===== src/cpuPkg.sv =====
`default_nettype none

package cpuPkg;

	localparam int dataWidth = 32;
	localparam int regAddrWidth = 5;

	// Major opcodes, instr[31:26]
	localparam logic [5:0] opRType = 6'h00;
	localparam logic [5:0] opJ     = 6'h02;
	localparam logic [5:0] opJal   = 6'h03;
	localparam logic [5:0] opBeq   = 6'h04;
	localparam logic [5:0] opBne   = 6'h05;
	localparam logic [5:0] opAddiu = 6'h09;
	localparam logic [5:0] opAndi  = 6'h0c;
	localparam logic [5:0] opOri   = 6'h0d;
	localparam logic [5:0] opLui   = 6'h0f;
	localparam logic [5:0] opLb    = 6'h20;
	localparam logic [5:0] opLh    = 6'h21;
	localparam logic [5:0] opLw    = 6'h23;
	localparam logic [5:0] opLbu   = 6'h24;
	localparam logic [5:0] opLhu   = 6'h25;
	localparam logic [5:0] opSb    = 6'h28;
	localparam logic [5:0] opSh    = 6'h29;
	localparam logic [5:0] opSw    = 6'h2b;

	// R-type function field, instr[5:0]
	localparam logic [5:0] fnSll  = 6'h00;
	localparam logic [5:0] fnSrl  = 6'h02;
	localparam logic [5:0] fnSra  = 6'h03;
	localparam logic [5:0] fnJr   = 6'h08;
	localparam logic [5:0] fnAddu = 6'h21;
	localparam logic [5:0] fnSubu = 6'h23;
	localparam logic [5:0] fnAnd  = 6'h24;
	localparam logic [5:0] fnOr   = 6'h25;
	localparam logic [5:0] fnXor  = 6'h26;
	localparam logic [5:0] fnSlt  = 6'h2a;

	typedef enum logic [3:0] {
		aluAdd, aluSub, aluAnd, aluOr, aluXor, aluSlt, aluSll, aluSrl, aluSra, aluLui
	} aluOpT;

	// extShift2 is for branch offsets
	typedef enum logic [1:0] {extZero, extSign, extShift2} extModeT;

	typedef enum logic [1:0] {sizeByte, sizeHalf, sizeWord} memSizeT;

	typedef enum logic [1:0] {wbAlu, wbLoad, wbLink} wbSelT;

endpackage

`default_nettype wire


===== src/controlUnit.sv =====
`timescale 1ns/10ps
`default_nettype none

module controlUnit (
	input  logic [cpuPkg::dataWidth-1:0] instr,
	input  logic                         rstN,
	output logic                         isBranch,
	output logic                         branchOnEqual,
	output logic                         jump,
	output logic                         jumpReg,
	output logic                         destFromRt,
	output logic                         saveRa,
	output cpuPkg::wbSelT                wbSel,
	output logic                         regWe,
	output logic                         aluBFromImm,
	output cpuPkg::extModeT              extMode,
	output cpuPkg::aluOpT                aluOp,
	output cpuPkg::memSizeT              memSize,
	output logic                         loadUnsigned,
	output logic                         memWe
);
	import cpuPkg::*;

	logic [5:0] opcode;
	logic [5:0] funct;
	logic       regWeDec;
	logic       memWeDec;

	assign opcode = instr[31:26];
	assign funct  = instr[5:0];

	////////////////////////////////////////////////////////////
	// Decode
	////////////////////////////////////////////////////////////
	always_comb begin
		// Defaults form a no-op
		isBranch      = 1'b0;
		branchOnEqual = 1'b0;
		jump          = 1'b0;
		jumpReg       = 1'b0;
		destFromRt    = 1'b0;
		saveRa        = 1'b0;
		wbSel         = wbAlu;
		regWeDec      = 1'b0;
		aluBFromImm   = 1'b0;
		extMode       = extSign;
		aluOp         = aluAdd;
		memSize       = sizeWord;
		loadUnsigned  = 1'b0;
		memWeDec      = 1'b0;
		case (opcode)
			opRType: begin
				regWeDec = 1'b1;
				case (funct)
					fnAddu: aluOp = aluAdd;
					fnSubu: aluOp = aluSub;
					fnAnd:  aluOp = aluAnd;
					fnOr:   aluOp = aluOr;
					fnXor:  aluOp = aluXor;
					fnSlt:  aluOp = aluSlt;
					fnSll:  aluOp = aluSll;
					fnSrl:  aluOp = aluSrl;
					fnSra:  aluOp = aluSra;
					fnJr: begin
						jumpReg  = 1'b1;
						regWeDec = 1'b0;
					end
					default: regWeDec = 1'b0;
				endcase
			end
			opJ: jump = 1'b1;
			opJal: begin
				jump     = 1'b1;
				saveRa   = 1'b1;
				wbSel    = wbLink;
				regWeDec = 1'b1;
			end
			// Branches compare rs and rt through a subtract
			opBeq, opBne: begin
				isBranch      = 1'b1;
				branchOnEqual = (opcode == opBeq);
				extMode       = extShift2;
				aluOp         = aluSub;
			end
			opAddiu, opAndi, opOri, opLui: begin
				destFromRt  = 1'b1;
				aluBFromImm = 1'b1;
				regWeDec    = 1'b1;
				if (opcode == opAndi || opcode == opOri) begin
					extMode = extZero;
				end
				if (opcode == opAndi) begin
					aluOp = aluAnd;
				end else if (opcode == opOri) begin
					aluOp = aluOr;
				end else if (opcode == opLui) begin
					aluOp = aluLui;
				end
			end
			opLw, opLh, opLhu, opLb, opLbu: begin
				destFromRt   = 1'b1;
				aluBFromImm  = 1'b1;
				wbSel        = wbLoad;
				regWeDec     = 1'b1;
				loadUnsigned = (opcode == opLhu) || (opcode == opLbu);
				if (opcode == opLh || opcode == opLhu) begin
					memSize = sizeHalf;
				end else if (opcode == opLb || opcode == opLbu) begin
					memSize = sizeByte;
				end
			end
			opSw, opSh, opSb: begin
				aluBFromImm = 1'b1;
				memWeDec    = 1'b1;
				if (opcode == opSh) begin
					memSize = sizeHalf;
				end else if (opcode == opSb) begin
					memSize = sizeByte;
				end
			end
			default: ;
		endcase
	end

	// No writes of any kind while held in reset
	assign regWe = regWeDec & rstN;
	assign memWe = memWeDec & rstN;

endmodule

`default_nettype wire


===== config.mk =====
export PLATFORM = sky130hd
export DESIGN_NAME = controlUnit
export DESIGN_NICKNAME = d
export VERILOG_FILES = /design/src/cpuPkg.sv /design/src/controlUnit.sv
export SDC_FILE = /design/constraint.sdc
export NUM_CORES = 1
export LEC_CHECK = 0
export ABC_AREA = 1
export BUFFER_PORTS_ARGS = -buffer_cell sky130_fd_sc_hd__buf_2
export CELL_PAD_IN_SITES_DETAIL_PLACEMENT = 0
export CELL_PAD_IN_SITES_GLOBAL_PLACEMENT = 1
export CORE_UTILIZATION = 21
export DETAILED_ROUTE_END_ITERATION = 10
export GPL_TIMING_DRIVEN = 0
export PLACE_DENSITY_LB_ADDON = 0.1
export SLEW_MARGIN = 10
export SYNTH_ARGS = -nofsm -noshare
export SYNTH_HDL_FRONTEND = slang
export SYNTH_SLANG_ARGS = --single-unit

===== constraint.sdc =====
create_clock -name vclk -period 1.2
set_clock_uncertainty 0.1 [all_clocks]
set_input_delay 0 -clock vclk [all_inputs]
set_output_delay 0 -clock vclk [all_outputs]
set_load 0.1 [all_outputs]

==> metrics.txt <==
commonest non-fill, non-tap cell in the layout=buf_2; ANT cells=0; WS Path Type=input pin to output port; Rel. slew slack=0.676; switching portion of total power=0.692; Arrival @ worst endpoint=1080 ps; Clk pwr share=0; Netlist cell types=20; Min-Delay Path Class=input pin to output port; global route overflow=0; initial drt markers=6; synthesized instance count=101; seq_cells=0; Reg power frac=0; Boundary Pins=53; DRC Markers=0; overall power=0.417 mW; Hold Crit Start=instr[31]; maxcap violations=0; nature of the critical path startpoint=input pin; Lkg Pwr=0.525 nW; vias in the first global route=661; filler cell count=213; placed instance area=836 um^2; share of the synthesized area in the top cell type=0.182; core box area=0.00204 mm^2; DP HPWL=1360 um; Die X=49.6 um; die height=49.6 um; global-route wire length before repair=2690 um; most frequent cells in the layout=buf_2 (16), nand2_1 (15), nor2_4 (14), buf_4 (11); Top Layer Used=met3; PwrDens=371 mW/mm^2; Internal Power=0.128 mW; Hold Path End=jump; Hold Violations, Final=0; Post-Synthesis Cell Area=475 um^2; post-synthesis area per instance=4.71 um^2; DR vias/cell=4.60; antenna viol nets, final=0; fin crit period=1180 ps; Buffers on Ports=33; All-Layer GR Usage=0.131; Starting Density=0.233; final wirelength=1730 um; largest net degree at the start of global routing=8; Final period util=0.986; Synth warnings=0; critical path data required time=1100 ps; final setup fails=0; peak supply drop=0.232 mV; Post-Route M1 WL=799 um; Synthesized Nets=134; unrepaired setup endpoints after global routing=true; dominant cell type by area after synthesis=nand2_1; Worst Setup End Kind=output port; Hold Path Depth=3; area grow syn2layout=137%; RePlAce Congestion=0.858; drt first pass iters=4; top fanout value on the critical path=3; f_max=846 MHz; via count=777; sequential cell area=0 um^2; Worst Tran Pin Value=489 ps; sequential share of the synthesized area=0; share of layout cells above drive strength 1=0.683; clkbuf count=0; initial antenna violation count=0; status=completed; met3 wire length=83 um; placed cell count=161; DR WL/cell=10.2 um; Final Slew Violations=0; DR WL met2=848 um; # rows=16; DIE AREA=0.00246 mm^2; Logic pwr share=1.000; final-stage net count=177; fin cells=169; Setup TNS=0 ps; top post-synthesis cells by area=nand2_1 (18%), inv_1 (15%), nand3_1 (14%), nor2_1 (13%), nor2_4 (7.1%); switching power=0.289 mW; final instance area=0.00112 mm^2
==> stage by stage <==
step | utilization | hold WS [ps] | setup slack, ps
after CTS | 0.483 | 354 | -3.93
after floorplan | - | -2.22 | -709
after detailed placement | 0.409 | 393 | -281
after global placement | 0.409 | 389 | -284
after global routing | 0.551 | 322 | -69.0
final | 0.551 | 312 | 17.3
==> Yosys cell counts (all sizes together) <==
cell type   n
nand2      25
nor2       23
inv        22
nand3      14
o21ai       6
nand4       2
nor4        2
a21boi      1
a21oi       1
a31oi       1
buf         1
nor3        1
o211ai      1
o22ai       1
==> what timing repair did <==
item                                    4_1_cts  5_1_grt
gates resized for setup                      39       34
pin swaps                                     5       12
hold buffers                                  0        0
setup buffers                                 3        5
endpoints found under the setup margin       14       12
==> critical path: stages <==
cell	delay (ps)
buf_2	110
inv_1	100
nand2_1	90
nor2_2	140
o21ai_2	90
nand2_1	60
nand2_1	60
nand2_2	90
nor2_4	50
nor2_4	110
buf_12	180
==> layout make-up <==
cell class	count	area (um^2)	share of cell area
buffer	1	7.51	0.00667
inverter	22	101	0.0901
multi-input combinational	78	624	0.555
tap	27	33.8	0.0300
timing repair buffer	41	358	0.318
==> routing by layer <==
metal,track usage,vias up
met1,0.194,349
met5,0,-
li1,-,403
met3,0,0
met4,0,0
met2,0.223,25
==> how the worst max path moves through the flow <==
stage	from	endpoint	slack, ps	depth (start not counted)
2_1_floorplan	instr[28]	extMode[0]	-710	5
3_3_place_gp	instr[2]	aluOp[0]	-280	7
3_5_place_dp	instr[2]	aluOp[0]	-280	7
4_1_cts	instr[30]	regWe	-4	9
5_1_grt	instr[0]	regWe	-70	11
6_report	instr[0]	regWe	20	11
==> power by group through the flow <==
stage,Combinational [mW],Sequential [mW],Clock [mW]
global route,0.441,0,0
CTS,0.376,0,0
floorplan,0.250,0,0
global placement,0.327,0,0
finish,0.417,0,0
detailed placement,0.329,0,0
==> cells by family after synthesis <==
kind of cell | synth area share
AOI/OAI and AO/OA | 0.132
buffers and inverters | 0.189
and+or+nand+nor | 0.679
(Power assumes the default switching activity.)
