**config.mk**
```make
export PLATFORM = sky130hd
export DESIGN_NAME = datapath
export DESIGN_NICKNAME = d
export VERILOG_FILES = /design/src/cpuPkg.sv /design/src/nextPc.sv /design/src/regFile.sv /design/src/alu.sv /design/src/storeAlign.sv /design/src/loadAlign.sv /design/src/datapath.sv
export SDC_FILE = /design/constraint.sdc
export NUM_CORES = 2
export LEC_CHECK = 0
export ABC_AREA = 1
export BUFFER_PORTS_ARGS = -buffer_cell sky130_fd_sc_hd__buf_2
export CELL_PAD_IN_SITES_DETAIL_PLACEMENT = 0
export CELL_PAD_IN_SITES_GLOBAL_PLACEMENT = 2
export CORE_MARGIN = 2
export CORE_UTILIZATION = 37
export CTS_CLUSTER_DIAMETER = 40
export DETAILED_ROUTE_END_ITERATION = 8
export PLACE_DENSITY_LB_ADDON = 0.08
export SETUP_SLACK_MARGIN = 0.4
export SYNTH_ARGS = -nofsm -noshare
export SYNTH_HDL_FRONTEND = slang
export SYNTH_HIERARCHICAL = 1
export SYNTH_SLANG_ARGS = --single-unit
```
**constraint.sdc**
```tcl
create_clock -name clk -period 4.9 [get_ports clk]
set_input_delay 0 -clock clk [delete_from_list [all_inputs] [get_ports clk]]
set_output_delay 0 -clock clk [all_outputs]
set_load 0.1 [all_outputs]
```
**src/cpuPkg.sv**
```systemverilog
`default_nettype none

package cpuPkg;

	localparam int dataWidth = 32;
	localparam int regAddrWidth = 5;

	// Major opcodes, instr[31:26]
	localparam logic [5:0] opRType = 6'h00;
	localparam logic [5:0] opJ     = 6'h02;
	localparam logic [5:0] opJal   = 6'h03;
	localparam logic [5:0] opBeq   = 6'h04;
	localparam logic [5:0] opBne   = 6'h05;
	localparam logic [5:0] opAddiu = 6'h09;
	localparam logic [5:0] opAndi  = 6'h0c;
	localparam logic [5:0] opOri   = 6'h0d;
	localparam logic [5:0] opLui   = 6'h0f;
	localparam logic [5:0] opLb    = 6'h20;
	localparam logic [5:0] opLh    = 6'h21;
	localparam logic [5:0] opLw    = 6'h23;
	localparam logic [5:0] opLbu   = 6'h24;
	localparam logic [5:0] opLhu   = 6'h25;
	localparam logic [5:0] opSb    = 6'h28;
	localparam logic [5:0] opSh    = 6'h29;
	localparam logic [5:0] opSw    = 6'h2b;

	// R-type function field, instr[5:0]
	localparam logic [5:0] fnSll  = 6'h00;
	localparam logic [5:0] fnSrl  = 6'h02;
	localparam logic [5:0] fnSra  = 6'h03;
	localparam logic [5:0] fnJr   = 6'h08;
	localparam logic [5:0] fnAddu = 6'h21;
	localparam logic [5:0] fnSubu = 6'h23;
	localparam logic [5:0] fnAnd  = 6'h24;
	localparam logic [5:0] fnOr   = 6'h25;
	localparam logic [5:0] fnXor  = 6'h26;
	localparam logic [5:0] fnSlt  = 6'h2a;

	typedef enum logic [3:0] {
		aluAdd, aluSub, aluAnd, aluOr, aluXor, aluSlt, aluSll, aluSrl, aluSra, aluLui
	} aluOpT;

	// extShift2 is for branch offsets
	typedef enum logic [1:0] {extZero, extSign, extShift2} extModeT;

	typedef enum logic [1:0] {sizeByte, sizeHalf, sizeWord} memSizeT;

	typedef enum logic [1:0] {wbAlu, wbLoad, wbLink} wbSelT;

endpackage

`default_nettype wire

```
**src/nextPc.sv**
```systemverilog
`timescale 1ns/10ps
`default_nettype none

module nextPc #(
	parameter logic [cpuPkg::dataWidth-1:0] resetPc = '0
) (
	input  logic                          clk,
	input  logic                          rstN,
	input  logic [cpuPkg::dataWidth-1:0]  branchImm,
	input  logic [25:0]                   jumpImm,
	input  logic [cpuPkg::dataWidth-1:0]  regTarget,
	input  logic                          branchTaken,
	input  logic                          jump,
	input  logic                          jumpReg,
	output logic [cpuPkg::dataWidth-1:0]  pc,
	output logic [cpuPkg::dataWidth-1:0]  pcPlus4
);
	import cpuPkg::*;

	logic [dataWidth-1:0] pcNext;

	assign pcPlus4 = pc + dataWidth'(4);

	// Register jump wins over direct jump, then branch
	always_comb begin
		if (jumpReg) begin
			pcNext = regTarget;
		end else if (jump) begin
			pcNext = {pc[dataWidth-1:28], jumpImm, 2'b00};
		end else if (branchTaken) begin
			pcNext = pcPlus4 + branchImm;
		end else begin
			pcNext = pcPlus4;
		end
	end

	always_ff @(posedge clk) begin
		if (!rstN) begin
			pc <= resetPc;
		end else begin
			pc <= pcNext;
		end
	end

	// A misaligned jr target would show up here
	pcAligned: assert property (@(posedge clk) disable iff (!rstN) pc[1:0] == 2'b00)
		else $error("pc not word aligned: %h", pc);

endmodule

`default_nettype wire

```
**src/regFile.sv**
```systemverilog
`timescale 1ns/10ps
`default_nettype none

module regFile (
	input  logic                            clk,
	input  logic                            rstN,
	input  logic [cpuPkg::regAddrWidth-1:0] rdAddrA,
	input  logic [cpuPkg::regAddrWidth-1:0] rdAddrB,
	input  logic [cpuPkg::regAddrWidth-1:0] wrAddr,
	input  logic [cpuPkg::dataWidth-1:0]    wrData,
	input  logic                            we,
	output logic [cpuPkg::dataWidth-1:0]    rdDataA,
	output logic [cpuPkg::dataWidth-1:0]    rdDataB
);
	import cpuPkg::*;

	logic [dataWidth-1:0] regs [32];

	// r0 is never written
	always_ff @(posedge clk) begin
		if (!rstN) begin
			for (int i = 0; i < 32; i++) begin
				regs[i] <= '0;
			end
		end else if (we && wrAddr != '0) begin
			regs[wrAddr] <= wrData;
		end
	end

	// r0 keeps its reset value
	assign rdDataA = regs[rdAddrA];
	assign rdDataB = regs[rdAddrB];

	// Also holds in the cycle after a write aimed at r0
	zeroReg: assert property (@(posedge clk) disable iff (!rstN)
		(rdAddrA == '0) |-> (rdDataA == '0))
		else $error("r0 read back nonzero");

endmodule

`default_nettype wire

```
**src/alu.sv**
```systemverilog
`timescale 1ns/10ps
`default_nettype none

module alu (
	input  logic [cpuPkg::dataWidth-1:0] srcA,
	input  logic [cpuPkg::dataWidth-1:0] srcB,
	input  logic [4:0]                   shamt,
	input  cpuPkg::aluOpT                aluOp,
	output logic [cpuPkg::dataWidth-1:0] result,
	output logic                         zero
);
	import cpuPkg::*;

	logic lessThan;

	// Signed compare for slt
	assign lessThan = $signed(srcA) < $signed(srcB);

	always_comb begin
		case (aluOp)
			aluAdd: result = srcA + srcB;
			aluSub: result = srcA - srcB;
			aluAnd: result = srcA & srcB;
			aluOr:  result = srcA | srcB;
			aluXor: result = srcA ^ srcB;
			aluSlt: result = {{(dataWidth-1){1'b0}}, lessThan};
			// Shifts act on rt, amount from the instruction
			aluSll: result = srcB << shamt;
			aluSrl: result = srcB >> shamt;
			aluSra: result = $signed(srcB) >>> shamt;
			aluLui: result = {srcB[dataWidth/2-1:0], {(dataWidth/2){1'b0}}};
			default: result = '0;
		endcase
	end

	// Used by beq/bne after a subtract
	assign zero = (result == '0);

endmodule

`default_nettype wire

```
**src/storeAlign.sv**
```systemverilog
`timescale 1ns/10ps
`default_nettype none

module storeAlign (
	input  logic [cpuPkg::dataWidth-1:0] storeData,
	input  logic [cpuPkg::dataWidth-1:0] addrIn,
	input  cpuPkg::memSizeT              memSize,
	output logic [cpuPkg::dataWidth-1:0] memDataW,
	output logic [cpuPkg::dataWidth-1:0] memAdr,
	output logic [1:0]                   memLane
);
	import cpuPkg::*;

	// Replicate so any lane the memory picks holds the data
	always_comb begin
		case (memSize)
			sizeByte: memDataW = {4{storeData[7:0]}};
			sizeHalf: memDataW = {2{storeData[15:0]}};
			default:  memDataW = storeData;
		endcase
	end

	// Word address plus lane select
	assign memAdr  = {addrIn[dataWidth-1:2], 2'b00};
	assign memLane = addrIn[1:0];

endmodule

`default_nettype wire

```
**src/loadAlign.sv**
```systemverilog
`timescale 1ns/10ps
`default_nettype none

module loadAlign (
	input  logic [cpuPkg::dataWidth-1:0] memData,
	input  logic [1:0]                   lane,
	input  cpuPkg::memSizeT              memSize,
	input  logic                         loadUnsigned,
	output logic [cpuPkg::dataWidth-1:0] loadData
);
	import cpuPkg::*;

	logic [7:0]  byteSel;
	logic [15:0] halfSel;

	// Little-endian lanes
	always_comb begin
		case (lane)
			2'd0: byteSel = memData[7:0];
			2'd1: byteSel = memData[15:8];
			2'd2: byteSel = memData[23:16];
			default: byteSel = memData[31:24];
		endcase
	end

	assign halfSel = lane[1] ? memData[31:16] : memData[15:0];

	always_comb begin
		case (memSize)
			sizeByte: loadData = {{(dataWidth-8){byteSel[7] & ~loadUnsigned}}, byteSel};
			sizeHalf: loadData = {{(dataWidth-16){halfSel[15] & ~loadUnsigned}}, halfSel};
			default:  loadData = memData;
		endcase
	end

	// lane[0] is simply dropped for halves
	always_comb begin
		if (memSize == sizeHalf) begin
			halfAligned: assert final (lane[0] == 1'b0)
				else $error("half access at odd byte lane %0d", lane);
		end
	end

endmodule

`default_nettype wire

```
**src/datapath.sv**
```systemverilog
`timescale 1ns/10ps
`default_nettype none

module datapath #(
	parameter logic [cpuPkg::dataWidth-1:0] resetPc = '0
) (
	input  logic                         clk,
	input  logic                         rstN,
	input  logic [cpuPkg::dataWidth-1:0] instr,
	input  logic                         isBranch,
	input  logic                         branchOnEqual,
	input  logic                         jump,
	input  logic                         jumpReg,
	input  logic                         destFromRt,
	input  logic                         saveRa,
	input  cpuPkg::wbSelT                wbSel,
	input  logic                         regWe,
	input  logic                         aluBFromImm,
	input  cpuPkg::extModeT              extMode,
	input  cpuPkg::aluOpT                aluOp,
	input  cpuPkg::memSizeT              memSize,
	input  logic                         loadUnsigned,
	input  logic [cpuPkg::dataWidth-1:0] memDataR,
	output logic [cpuPkg::dataWidth-1:0] pc,
	output logic [cpuPkg::dataWidth-1:0] memAdr,
	output logic [cpuPkg::dataWidth-1:0] memDataW,
	output logic [1:0]                   memLane
);
	import cpuPkg::*;

	// Instruction fields
	logic [regAddrWidth-1:0] rs, rt, rd, destAddr;
	logic [15:0]             imm;
	logic [dataWidth-1:0]    pcPlus4, extImm, rdDataA, rdDataB, wbData;
	logic [dataWidth-1:0]    aluSrcB, aluResult, loadData;
	logic                    aluZero, branchTaken;

	assign rs  = instr[25:21];
	assign rt  = instr[20:16];
	assign rd  = instr[15:11];
	assign imm = instr[15:0];

	////////////////////////////////////////////////////////////
	// PC and branch test
	////////////////////////////////////////////////////////////
	// bne takes the branch on a nonzero difference
	assign branchTaken = isBranch && (aluZero == branchOnEqual);

	nextPc #(.resetPc(resetPc)) nextPc_inst (
		.clk(clk), .rstN(rstN), .branchImm(extImm), .jumpImm(instr[25:0]),
		.regTarget(rdDataA), .branchTaken(branchTaken), .jump(jump),
		.jumpReg(jumpReg), .pc(pc), .pcPlus4(pcPlus4)
	);

	////////////////////////////////////////////////////////////
	// Register file and write-back
	////////////////////////////////////////////////////////////
	assign destAddr = saveRa ? regAddrWidth'(31) : (destFromRt ? rt : rd);

	always_comb begin
		case (wbSel)
			wbLoad:  wbData = loadData;
			wbLink:  wbData = pcPlus4;
			default: wbData = aluResult;
		endcase
	end

	regFile regFile_inst (
		.clk(clk), .rstN(rstN), .rdAddrA(rs), .rdAddrB(rt), .wrAddr(destAddr),
		.wrData(wbData), .we(regWe), .rdDataA(rdDataA), .rdDataB(rdDataB)
	);

	////////////////////////////////////////////////////////////
	// Extender and ALU
	////////////////////////////////////////////////////////////
	always_comb begin
		case (extMode)
			extZero:   extImm = {{(dataWidth-16){1'b0}}, imm};
			extShift2: extImm = {{(dataWidth-18){imm[15]}}, imm, 2'b00};
			default:   extImm = {{(dataWidth-16){imm[15]}}, imm};
		endcase
	end

	assign aluSrcB = aluBFromImm ? extImm : rdDataB;

	alu alu_inst (
		.srcA(rdDataA), .srcB(aluSrcB), .shamt(instr[10:6]), .aluOp(aluOp),
		.result(aluResult), .zero(aluZero)
	);

	// Store side, then load side on the same lane bits
	storeAlign storeAlign_inst (
		.storeData(rdDataB), .addrIn(aluResult), .memSize(memSize),
		.memDataW(memDataW), .memAdr(memAdr), .memLane(memLane)
	);

	loadAlign loadAlign_inst (
		.memData(memDataR), .lane(memLane), .memSize(memSize),
		.loadUnsigned(loadUnsigned), .loadData(loadData)
	);

endmodule

`default_nettype wire

```
==> summary by stage <==
STA
In this run the tightest slew margin relative to its limit is 13.2%. The maximum achievable frequency is 0.205 GHz. At the pin with the least slew margin, the transition time is 1.30 ns.

The number of max-slew violations in the final report is 0. Setup repair after global routing could not meet its margin everywhere. Setup violations remaining at the end of the flow were counted as 0. Summed over all failing endpoints, the final setup total negative slack is 0 ns. The final-report hold violation count is 0. For the finished layout, the period the worst path requires is 4.88 ns. Between clock sinks in the finished design, the worst skew comes to 0.109 ns. The post-route fraction of the period consumed by the critical path is 99.7%.

Route
The final wirelength is 421 mm. In the routed design, unresolved DRC markers number 0. Across all layers, the routed design uses 83,922 vias.

The first-iteration detailed-routing DRC count is 10,374. The average detailed-routed wire length per instance is 28.2 um. The post-detailed-route via-to-cell ratio is 5.63.

The first-pass iteration count of the detailed router is 9. Once detail routing completed, the nets flagged for antenna violations numbered 0.

Global route
The layer flagged by global routing as most heavily used is met2. The combined global-route utilization of all metal layers is 39.6%. The initial antenna violation count is 16. Entering global routing, the biggest net connects 71 pins. The wire length of the first global-routing pass is 586 mm. The via count of the first global-routing pass came to 79,605.

Global routing consumed, on the met3 layer, 6.10% of the routing resources. Global routing finished with a remaining overflow of 0. In the global route stage, met1 resource usage came out at 51.1%. The met2 capacity usage during global routing is 62.4%.

Synthesis
The netlist uses 63 different library cells. Summing the sequential cell areas from Yosys gives 41.7% of the chip area. The async set-or-reset flop fraction in the synthesized netlist is 0%. Synthesis produced 10,882 cells.

The most used flip-flop cell after synthesis is sky130_fd_sc_hd__edfxtp_1. The synthesized area per cell is 6.92 sq um. The synthesized netlist occupies a cell area of 0.0753 sq mm. The count of flip-flops with a built-in enable after synthesis is 1,024. Yosys printed 6 warnings. The count of state elements after synthesis is 1,056.

Finish
Cells with a size suffix above 1 make up 26.1% of the layout. The final layout contains 12,275 nets. The non-filler instance count after layout is 14,904. The growth of design area from synthesis to finish is 35.7%.

Clock network
The clock insertion delay at the later pin of the skew report is 0.90 ns. The root buffer cell chosen for the clock tree is sky130_fd_sc_hd__clkbuf_16. The H-tree was split into 4 levels. The clock-pin slew on the worst setup and hold paths is 0.05 ns. The clock net in this run drives a total of 1,056 sinks.

TritonCTS created 201 clock buffers. The buffer levels on the longest clock path is 3. TritonCTS built the clock tree.

Floorplan
After floorplanning, the core was divided into 165 placement rows. The die area is 0.207 sq mm. The area of the placeable core is 0.202 sq mm. The effective utilization at floorplan is 37.2%. The die is 455 um wide. The top-level I/O count is 183. The chip height is 455 um.

Placed design
Once placement completed, the tool counted placed cells totaling 14,379. The number of I/O port buffers is 174. After legalization and detailed placement, the total HPWL measured 309 mm. The congestion estimate from routability-driven global placement came to 1.05.

Outcome
The run finished with clean final reports.

Power
The total power per unit cell area is 354 mW/mm^2. The peak ir drop on the vdd network is 0.000360 V. The cell leakage power is 45.9 nW.

Critical path
The critical path required time is 5.63 ns. In this run the worst path has a maximum fanout of 5. The critical path in this run is classified as reg2reg.

The type of origin of the critical path is a flop. At the worst endpoint, the arrival time is 5.62 ns. The slowest stage of the critical path is the sky130_fd_sc_hd__edfxtp_1 cell. The peak per-stage delay on the critical path is 0.35 ns.

The kind of end point of the critical path is a flop.

Job
The count of maximum capacitance violations is 0.

Min path
The type of the tightest min-delay check is in2reg.
-- critical path, delay by kind of cell (launching register included) --
kind | cells | cell delay, ns
AO/OA/AOI/OAI | 3 | 0.42
buffers and inverters | 8 | 0.95
adder cells (fa/ha/maj) | 1 | 0.24
flip-flops | 1 | 0.35
AND/OR/NAND/NOR | 25 | 2.76
-- cells in the mapped netlist, types with 10 or more instances --
master / instances / share of area [%]
sky130_fd_sc_hd__inv_1: 524 / 2.6
sky130_fd_sc_hd__o21ai_0: 97 / 0.65
sky130_fd_sc_hd__buf_6: 57 / 0.85
sky130_fd_sc_hd__inv_2: 20 / 0.10
sky130_fd_sc_hd__nor2_2: 16 / 0.13
sky130_fd_sc_hd__and2_1: 22 / 0.18
sky130_fd_sc_hd__nand4_1: 43 / 0.36
sky130_fd_sc_hd__or2_2: 10 / 0.083
sky130_fd_sc_hd__ha_1: 138 / 2.3
sky130_fd_sc_hd__o22ai_1: 30 / 0.25
sky130_fd_sc_hd__nand3_2: 30 / 0.40
sky130_fd_sc_hd__xor2_1: 13 / 0.15
sky130_fd_sc_hd__dfxtp_1: 32 / 0.85
sky130_fd_sc_hd__edfxtp_1: 1024 / 41
sky130_fd_sc_hd__buf_1: 30 / 0.15
sky130_fd_sc_hd__nand2_1: 4251 / 21
sky130_fd_sc_hd__a31oi_1: 12 / 0.10
sky130_fd_sc_hd__a21oi_1: 210 / 1.4
sky130_fd_sc_hd__buf_4: 95 / 0.95
sky130_fd_sc_hd__o21ai_1: 26 / 0.17
sky130_fd_sc_hd__nor2_1: 1298 / 6.5
sky130_fd_sc_hd__o211ai_1: 29 / 0.29
sky130_fd_sc_hd__nand2_2: 42 / 0.35
sky130_fd_sc_hd__buf_2: 401 / 2.7
sky130_fd_sc_hd__nand3_1: 2039 / 14
sky130_fd_sc_hd__nor3_1: 40 / 0.27
sky130_fd_sc_hd__clkbuf_1: 241 / 1.2
sky130_fd_sc_hd__o21bai_1: 14 / 0.14
-- cell families after synthesis --
group / Yosys count / share of synthesized area, %
xor gates and xnor gates: 25 / 0.331
buffers and inverters: 1381 / 8.68
AOI/OAI and AO/OA: 450 / 3.36
DFF: 1056 / 41.7
other: 2 / 0.00998
adders and majority gates: 141 / 2.37
and+or+nand+nor: 7827 / 43.5
-- area by class of cell --
class	count	area, sq um
fill	19749	100000
multi-input combinational	8477	41600
sequential	1056	31400
timing repair buffer	1759	16400
clock buffer	218	5200
tap	2672	3340
inverter	554	2220
clock inverter	160	1960
antenna	8	20.0
-- sequential cells by signal, summed over array words and instances, names as in the netlist --
name / count
nextPc_inst/pc: 32
regFile_inst/regs: 1024
-- layout by cell type, fill, tap and decap left out, types with 79 or more instances in the layout --
cell type / count
sky130_fd_sc_hd__ha_1: 96
sky130_fd_sc_hd__nand2_1: 3741
sky130_fd_sc_hd__inv_2: 89
sky130_fd_sc_hd__nor2_1: 1178
sky130_fd_sc_hd__a21oi_1: 159
sky130_fd_sc_hd__buf_4: 1262
sky130_fd_sc_hd__clkbuf_16: 209
sky130_fd_sc_hd__nand3_1: 1933
sky130_fd_sc_hd__edfxtp_1: 1024
sky130_fd_sc_hd__buf_2: 138
sky130_fd_sc_hd__inv_1: 423
sky130_fd_sc_hd__nand3_2: 123
sky130_fd_sc_hd__nand2_2: 432
sky130_fd_sc_hd__nor2_2: 79
sky130_fd_sc_hd__nand2_4: 127
sky130_fd_sc_hd__buf_12: 233
-- repair_timing --
item | CTS | global route
gates cloned | 2 | 4
gates resized for setup | 706 | 583
setup buffers | 47 | 46
setup endpoints to repair | 1056 | 1051
pin swaps | 183 | 221
hold endpoints to repair | 66 | 0
hold buffers | 40 | 0
-- routing by layer --
metal,part of all wire [%],vias to the layer above
met5,0.0021,-
met4,7.2,2
met3,8.5,1000
met2,45,4640
met1,39,40429
li1,-,37851
-- report_power, final --
group	internal (mW)	switching, mW
sequential	10.2	0.215
clock	9.12	5.39
combinational	3.74	7.46
-- worst paths after layout --
path	startpoint	to	slack (ns)	cells past startpoint
worst min-delay path	regWe	regFile_inst/regs[14][24]	0.11	5
worst min register to register	nextPc_inst/pc[31]	nextPc_inst/pc[31]	0.71	4
worst max register to register	regFile_inst/regs[29][10]	nextPc_inst/pc[10]	0.02	37
worst max-delay path	regFile_inst/regs[29][10]	nextPc_inst/pc[10]	0.02	37
-- stage by stage --
stage	utilization [%]	power, mW	setup WS, ns	cell area (sq um)	hold slack [ns]
floorplan	-	15.3	0.468	75400	0.138
global placement	44.2	20.4	-1.33	89300	0.380
detailed placement	44.2	20.4	-1.21	89300	0.381
CTS	49.4	35.5	0.0645	99700	0.00691
global route	50.5	37.1	-0.148	102000	0.120
finish	50.5	36.2	0.0155	102000	0.109
(Power assumes the default switching activity.)
